--- src/sweepAcqPkg.sv ---
package sweepAcqPkg;

  // DAC0 code width of the readout chip
  localparam int DacWidth = 10;

  // Fire data word and output stream word
  localparam int DataWidth = 16;

  // MaxPackageNumber and the per-point word counter
  localparam int CountWidth = 16;

  // Upper bits of a per-point header word
  localparam logic [5:0] HeaderMarker = 6'b101010;

  // Marker sits right above the DAC code
  localparam int HeaderShift = DacWidth;

endpackage

--- src/dacStepper.sv ---
`timescale 1ns/1ns

module dacStepper (
  input  logic                             clk,
  input  logic                             reset_n,
  input  logic                             stepLoad,
  input  logic                             stepNext,
  input  logic [sweepAcqPkg::DacWidth-1:0] StartDAC0,
  input  logic [sweepAcqPkg::DacWidth-1:0] EndDAC0,
  output logic [sweepAcqPkg::DacWidth-1:0] dacCode,
  output logic                             lastPoint
);

  logic [sweepAcqPkg::DacWidth-1:0] endCode;
  logic                             stepDown;

  always_ff @(posedge clk or negedge reset_n) begin
    if (!reset_n) begin
      dacCode  <= '0;
      endCode  <= '0;
      stepDown <= 1'b0;
    end else if (stepLoad) begin
      dacCode  <= StartDAC0;
      endCode  <= EndDAC0;
      stepDown <= EndDAC0 < StartDAC0;
    end else if (stepNext && !lastPoint) begin
      // One code toward the end
      if (stepDown) begin
        dacCode <= dacCode - 1'b1;
      end else begin
        dacCode <= dacCode + 1'b1;
      end
    end
  end

  // Start equal to end gives a single point
  assign lastPoint = (dacCode == endCode);

endmodule

--- src/packageCounter.sv ---
`timescale 1ns/1ns

module packageCounter (
  input  logic                               clk,
  input  logic                               reset_n,
  input  logic                               countClear,
  input  logic                               SingleACQStart,
  input  logic                               ParallelData_en,
  input  logic [sweepAcqPkg::CountWidth-1:0] MaxPackageNumber,
  output logic                               wordAccept,
  output logic                               countFull
);

  logic [sweepAcqPkg::CountWidth-1:0] wordCount;
  logic [sweepAcqPkg::CountWidth-1:0] countLimit;

  // Old count is still visible during the clear cycle, so mask it
  assign countFull = !countClear && (wordCount == countLimit);

  // Clear cycle belongs to the header slot
  assign wordAccept = ParallelData_en && SingleACQStart && !countFull && !countClear;

  always_ff @(posedge clk or negedge reset_n) begin
    if (!reset_n) begin
      wordCount  <= '0;
      countLimit <= '0;
    end else if (countClear) begin
      wordCount  <= '0;
      countLimit <= MaxPackageNumber;
    end else if (wordAccept) begin
      wordCount <= wordCount + 1'b1;
    end
  end

endmodule

--- src/sweepAcqTop.sv ---
`timescale 1ns/1ns

module sweepAcqTop (
  input  logic                                  clk,
  input  logic                                  reset_n,
  input  logic                                  SweepStart,
  input  logic                                  DataTransmitDone,
  input  logic [sweepAcqPkg::DacWidth-1:0]      StartDAC0,
  input  logic [sweepAcqPkg::DacWidth-1:0]      EndDAC0,
  input  logic [sweepAcqPkg::CountWidth-1:0]    MaxPackageNumber,
  input  logic [sweepAcqPkg::DataWidth-1:0]     ParallelData,
  input  logic                                  ParallelData_en,
  input  logic                                  MicrorocConfigDone,
  output logic                                  SingleACQStart,
  output logic                                  ACQDone,
  output logic                                  SweepDone,
  output logic [sweepAcqPkg::DacWidth-1:0]      OutDAC0,
  output logic                                  LoadSCParameter,
  output logic [sweepAcqPkg::DataWidth-1:0]     SweepACQData,
  output logic                                  SweepACQData_en
);

  logic stepLoad;
  logic stepNext;
  logic countClear;
  logic lastPoint;
  logic wordAccept;
  logic countFull;

  sweepControl control_i (
    .clk                (clk),
    .reset_n            (reset_n),
    .SweepStart         (SweepStart),
    .MicrorocConfigDone (MicrorocConfigDone),
    .DataTransmitDone   (DataTransmitDone),
    .countFull          (countFull),
    .lastPoint          (lastPoint),
    .stepLoad           (stepLoad),
    .stepNext           (stepNext),
    .countClear         (countClear),
    .LoadSCParameter    (LoadSCParameter),
    .SingleACQStart     (SingleACQStart),
    .ACQDone            (ACQDone),
    .SweepDone          (SweepDone)
  );

  // Current DAC code goes straight out as OutDAC0
  dacStepper stepper_i (
    .clk       (clk),
    .reset_n   (reset_n),
    .stepLoad  (stepLoad),
    .stepNext  (stepNext),
    .StartDAC0 (StartDAC0),
    .EndDAC0   (EndDAC0),
    .dacCode   (OutDAC0),
    .lastPoint (lastPoint)
  );

  packageCounter counter_i (
    .clk              (clk),
    .reset_n          (reset_n),
    .countClear       (countClear),
    .SingleACQStart   (SingleACQStart),
    .ParallelData_en  (ParallelData_en),
    .MaxPackageNumber (MaxPackageNumber),
    .wordAccept       (wordAccept),
    .countFull        (countFull)
  );

  sweepDataPath dataPath_i (
    .clk             (clk),
    .reset_n         (reset_n),
    .SingleACQStart  (SingleACQStart),
    .dacCode         (OutDAC0),
    .wordAccept      (wordAccept),
    .ParallelData    (ParallelData),
    .SweepACQData    (SweepACQData),
    .SweepACQData_en (SweepACQData_en)
  );

endmodule

--- src/sweepControl.sv ---
`timescale 1ns/1ns

module sweepControl (
  input  logic clk,
  input  logic reset_n,
  input  logic SweepStart,
  input  logic MicrorocConfigDone,
  input  logic DataTransmitDone,
  input  logic countFull,
  input  logic lastPoint,
  output logic stepLoad,
  output logic stepNext,
  output logic countClear,
  output logic LoadSCParameter,
  output logic SingleACQStart,
  output logic ACQDone,
  output logic SweepDone
);

  typedef enum logic [2:0] {
    IDLE,
    LOAD,
    CONFIG,
    ACQ,
    TRANSMIT,
    NEXT
  } stateT;

  stateT state;

  // Start code is loaded in the cycle the sweep is accepted
  assign stepLoad = (state == IDLE) && SweepStart;

  always_ff @(posedge clk or negedge reset_n) begin
    if (!reset_n) begin
      state           <= IDLE;
      stepNext        <= 1'b0;
      countClear      <= 1'b0;
      LoadSCParameter <= 1'b0;
      SingleACQStart  <= 1'b0;
      ACQDone         <= 1'b0;
      SweepDone       <= 1'b0;
    end else begin
      // Pulses last one cycle unless set below
      stepNext        <= 1'b0;
      countClear      <= 1'b0;
      LoadSCParameter <= 1'b0;
      ACQDone         <= 1'b0;
      SweepDone       <= 1'b0;

      case (state)
        IDLE: begin
          if (stepLoad) begin
            state <= LOAD;
          end
        end

        // dacCode holds the start code here
        LOAD: begin
          LoadSCParameter <= 1'b1;
          state           <= CONFIG;
        end

        CONFIG: begin
          if (MicrorocConfigDone) begin
            SingleACQStart <= 1'b1;
            countClear     <= 1'b1;
            state          <= ACQ;
          end
        end

        ACQ: begin
          if (countFull) begin
            SingleACQStart <= 1'b0;
            ACQDone        <= 1'b1;
            state          <= TRANSMIT;
          end
        end

        TRANSMIT: begin
          if (DataTransmitDone) begin
            if (lastPoint) begin
              SweepDone <= 1'b1;
              state     <= IDLE;
            end else begin
              stepNext <= 1'b1;
              state    <= NEXT;
            end
          end
        end

        // Stepper moves at the end of this cycle, so the new code
        // lines up with the load pulse
        NEXT: begin
          LoadSCParameter <= 1'b1;
          state           <= CONFIG;
        end

        default: begin
          state <= IDLE;
        end
      endcase
    end
  end

endmodule

--- src/sweepDataPath.sv ---
`timescale 1ns/1ns

module sweepDataPath (
  input  logic                              clk,
  input  logic                              reset_n,
  input  logic                              SingleACQStart,
  input  logic [sweepAcqPkg::DacWidth-1:0]  dacCode,
  input  logic                              wordAccept,
  input  logic [sweepAcqPkg::DataWidth-1:0] ParallelData,
  output logic [sweepAcqPkg::DataWidth-1:0] SweepACQData,
  output logic                              SweepACQData_en
);

  logic                              acqStartDly;
  logic                              acqRise;
  logic [sweepAcqPkg::DataWidth-1:0] headerWord;

  assign acqRise = SingleACQStart && !acqStartDly;

  // Marker on top, DAC code in the low bits
  assign headerWord = (sweepAcqPkg::DataWidth'(sweepAcqPkg::HeaderMarker)
                       << sweepAcqPkg::HeaderShift)
                      | sweepAcqPkg::DataWidth'(dacCode);

  always_ff @(posedge clk or negedge reset_n) begin
    if (!reset_n) begin
      acqStartDly     <= 1'b0;
      SweepACQData_en <= 1'b0;
    end else begin
      acqStartDly     <= SingleACQStart;
      SweepACQData_en <= acqRise || wordAccept;
    end
  end

  // Payload register
  always_ff @(posedge clk) begin
    if (acqRise) begin
      SweepACQData <= headerWord;
    end else if (wordAccept) begin
      SweepACQData <= ParallelData;
    end
  end

endmodule
--- config.mk ---
export PLATFORM = sky130hd
export DESIGN_NAME = sweepAcqTop
export DESIGN_NICKNAME = d
export VERILOG_FILES = /design/src/sweepAcqPkg.sv /design/src/dacStepper.sv /design/src/packageCounter.sv /design/src/sweepAcqTop.sv /design/src/sweepControl.sv /design/src/sweepDataPath.sv
export SDC_FILE = /design/constraint.sdc
export NUM_CORES = 1
export LEC_CHECK = 0
export BUFFER_PORTS_ARGS = -buffer_cell sky130_fd_sc_hd__buf_2
export CAP_MARGIN = 20
export CORE_ASPECT_RATIO = 0.9
export CORE_MARGIN = 4
export CORE_UTILIZATION = 45
export CTS_CLUSTER_DIAMETER = 150
export DETAILED_ROUTE_END_ITERATION = 10
export PLACE_DENSITY = 0.79
export SLEW_MARGIN = 20
export SYNTH_ARGS = -nofsm -noshare
export SYNTH_HDL_FRONTEND = slang
export SYNTH_SLANG_ARGS = --single-unit
export TNS_END_PERCENT = 50
--- constraint.sdc ---
create_clock -name clk -period 7.45 [get_ports clk]
set_clock_uncertainty 0.2 [all_clocks]
set_input_delay 0.3725 -clock clk [delete_from_list [all_inputs] [get_ports clk]]
set_output_delay 0.3725 -clock clk [all_outputs]
set_load 0.1 [all_outputs]
==> run_results.csv <==
group,metric,value,unit
critical_path,path_max_fanout,13,
die,start_util,46.86,%
synthesis,synthTopCellsByArea,"dfrtp_1, nand2_1, edfxtp_1, xnor2_1, ha_1",
clocking,cts_resized,0,
synthesis,synth_common_cells,"nand2_1, dfrtp_1, xnor2_1",
die,fp-row-count,33,
synthesis,async_flop_share,80.00,%
synthesis,synth_edf_count,10,
timing,rsz0062_at_grt,"no",
synthesis,syn_area_per_cell,9.782,sq um
route,ant_nets,0,
critical_path,r2r-end,"dataPath_i.SweepACQData[0]$_DFFE_PP_",
synthesis,syn_area,4353,sq um
timing,slew-limit-headroom,43.96,%
synthesis,synth_top_area_share,36.79,%
clocking,clock-sinks,80,
timing,final.min_clock_period,2.733,ns
die,pin_count,89,
critical_path,crit_path_start_kind,"flop",
clocking,root_buffer,"clkbuf_8",
synthesis,synth_nets,522,
place,port_buffers,88,
route,via_count,3416,
synthesis,ys_ff_latch,80,
route,vias_per_cell,5.223,
synthesis,synthFlopType,"dfrtp_1",
clocking,insertion_delay,0.35,ns
synthesis,ys_types,53,
global_route,grt-ovfl-total,0,
synthesis,synth_cells,445,
clocking,postCtsHoldBufs,0,
status,failed_checks,"hold timing",
die,dieArea,11310,sq um
timing,worst_slack,4.717,ns
route,wl_per_cell,14.81,um
timing,fmax,365.9,MHz
power,ir_drop,0.0002257,V
worst_hold_path,hold_path_class,"in -> async",
power,power_density,299.7,nW/um^2
global_route,grt_pass1_wl,16.12,mm
route,drt_iter0_drc,247,
timing,worst_pin_slew,0.8374,ns
clocking,cts.clk_slew.worst_paths,0.08,ns
die,dieHeight,101.3,um
timing,tns,0,ns
place,dpl.hpwl,7.323,mm
critical_path,r2r-start,"counter_i.wordCount[1]$_DFFE_PN0P_",
status,outcome,"complete, but fails checks",
final_layout,syn2layout_area_growth,16.93,%
route,dr.pass1.iters,4,
critical_path,critPathRequiredTime,7.33,ns
place,placed_cells,638,
timing,holdWs,-0.009092,ns
clocking,htreeDepth,3,
global_route,grt_pass1_vias,3355,
final_layout,drive_gt1_share,26.32,%
final_layout,finish.utilization,54.79,%
timing,setup_violations,0,
final_layout,final_cells,654,
clocking,cts_buffers,9,
final_layout,nets,604,
critical_path,startpoint,"counter_i.wordCount[1]$_DFFE_PN0P_",
critical_path,reg2reg_depth,6,
job,cap_violations,0,
clocking,postCtsSetupRepairBufs,0,
critical_path,path_class,"reg -> reg",
die,core_area,9290,sq um
critical_path,ff2ff_setup_slack,4.72,ns
power,p_leak,2.422,nW
critical_path,cp-end-kind,"flop",
global_route,grt_usage,17.51,%
final_layout,antenna_cells,0,
clocking,cts_tree,"done",
timing,period_share,36.69,%
place,dp_slack,4.744,ns
clocking,cts.path.max_buffers,2,
route,drt-total-wl,9.683,mm
synthesis,yosysTopAreaCell,"dfrtp_1",
synthesis,yosysWarnings,0,
critical_path,cp.arrival,2.61,ns
place,gp_congestion,0.8651,
synthesis,ys_seq_area_share,46.45,%
die,die_x,111.7,um
global_route,antenna_found_initial,0,
timing,hold_viol_final,9,
route,remaining_drc_errors,0,
global_route,grt_max_degree,65,
timing,maxSlewViolCount,0,
synthesis,synth.most_common_cell,"nand2_1",
==> registers in the layout, summed over array words and instances (netlist names), 3 cells and up <==
register,count
control_i.state,3
counter_i.countLimit,16
dataPath_i.SweepACQData,16
stepper_i.dacCode,10
counter_i.wordCount,16
stepper_i.endCode,10
==> placed cells by master (no fill, tap or decap), drive strengths merged, types with 3 or more instances in the layout <==
| cell type | instances |
|---|---|
| nand2 | 81 |
| mux2i | 4 |
| buf | 91 |
| mux2 | 20 |
| dfxtp | 6 |
| nor3b | 4 |
| nand3 | 9 |
| inv | 17 |
| o21ai | 20 |
| dfrtp | 64 |
| xnor2 | 29 |
| edfxtp | 10 |
| a2111oi | 3 |
| a21o | 6 |
| and3 | 6 |
| nor2 | 27 |
| ha | 18 |
| xor2 | 14 |
| nor2b | 5 |
| a21oi | 22 |
| clkbuf | 11 |
| nand4 | 6 |
| clkinv | 3 |
| nor3 | 8 |
| a211oi | 12 |
| nor4 | 3 |
==> layout make-up <==
type | count | area, sq um
Sequential cell | 80 | 2022
Timing Repair Buffer | 91 | 462.9
Multi-Input combinational cell | 328 | 2173
Inverter | 17 | 63.81
Clock inverter | 5 | 52.55
Clock buffer | 11 | 162.7
Tap cell | 122 | 152.6
Fill cell | 841 | 4200
==> report_power, final <==
part           internal [mW]  leakage (nW)  switching, mW  total (mW)
logic                  0.209          1.36          0.359       0.568
clock network          0.183         0.110          0.152       0.335
registers              0.536         0.947         0.0863       0.623
total                  0.928          2.42          0.598        1.53
==> metrics by stage <==
step | power [mW] | cell area (sq um)
final | 1.526 | 5090
after global routing | 1.612 | 5090
after CTS | 1.532 | 5090
after detailed placement | 1.198 | 4875
after global placement | 1.178 | 4875
after floorplan | 1.081 | 4353
==> how the worst max path moves through the flow <==
stage,end,slack [ns],cells past startpoint
floorplan,stepper_i.dacCode[7]$_DFFE_PN0P_,4.53,7
global placement,dataPath_i.SweepACQData[7]$_DFFE_PP_,4.81,6
global route,dataPath_i.SweepACQData[1]$_DFFE_PP_,4.53,6
CTS,dataPath_i.SweepACQData[0]$_DFFE_PP_,4.71,6
finish,dataPath_i.SweepACQData[0]$_DFFE_PP_,4.72,6
detailed placement,dataPath_i.SweepACQData[8]$_DFFE_PP_,4.74,6
==> layer usage <==
metal | vias to the layer above | part of all wire [%] | GRT usage [%]
li1 | 1702 | - | -
met1 | 1601 | 48 | 24.93
met2 | 100 | 44 | 26.22
met3 | 13 | 6.2 | 3.943
met4 | 0 | 1.6 | 6.735
met5 | - | 0 | 0
==> critical path, stage by stage, from the launching register on <==
cell	delay, ns
dfrtp_1	0.42
xnor2_1	0.19
nand4_1	0.20
nor4_4	0.67
a211oi_1	0.16
buf_4	0.22
or2_2	0.39
==> cells by family (layout without fill, tap and decap cells) <==
family	after synthesis	in the layout	synth area share, %
xor+xnor	43	43	8.652
fa+ha+maj	19	19	5.634
flops	80	80	46.45
simple gates	162	162	17.51
compound gates	80	80	12.04
buf+inv	37	124	3.621
mux	24	24	6.094
Power figures use the tool's default switching activity.
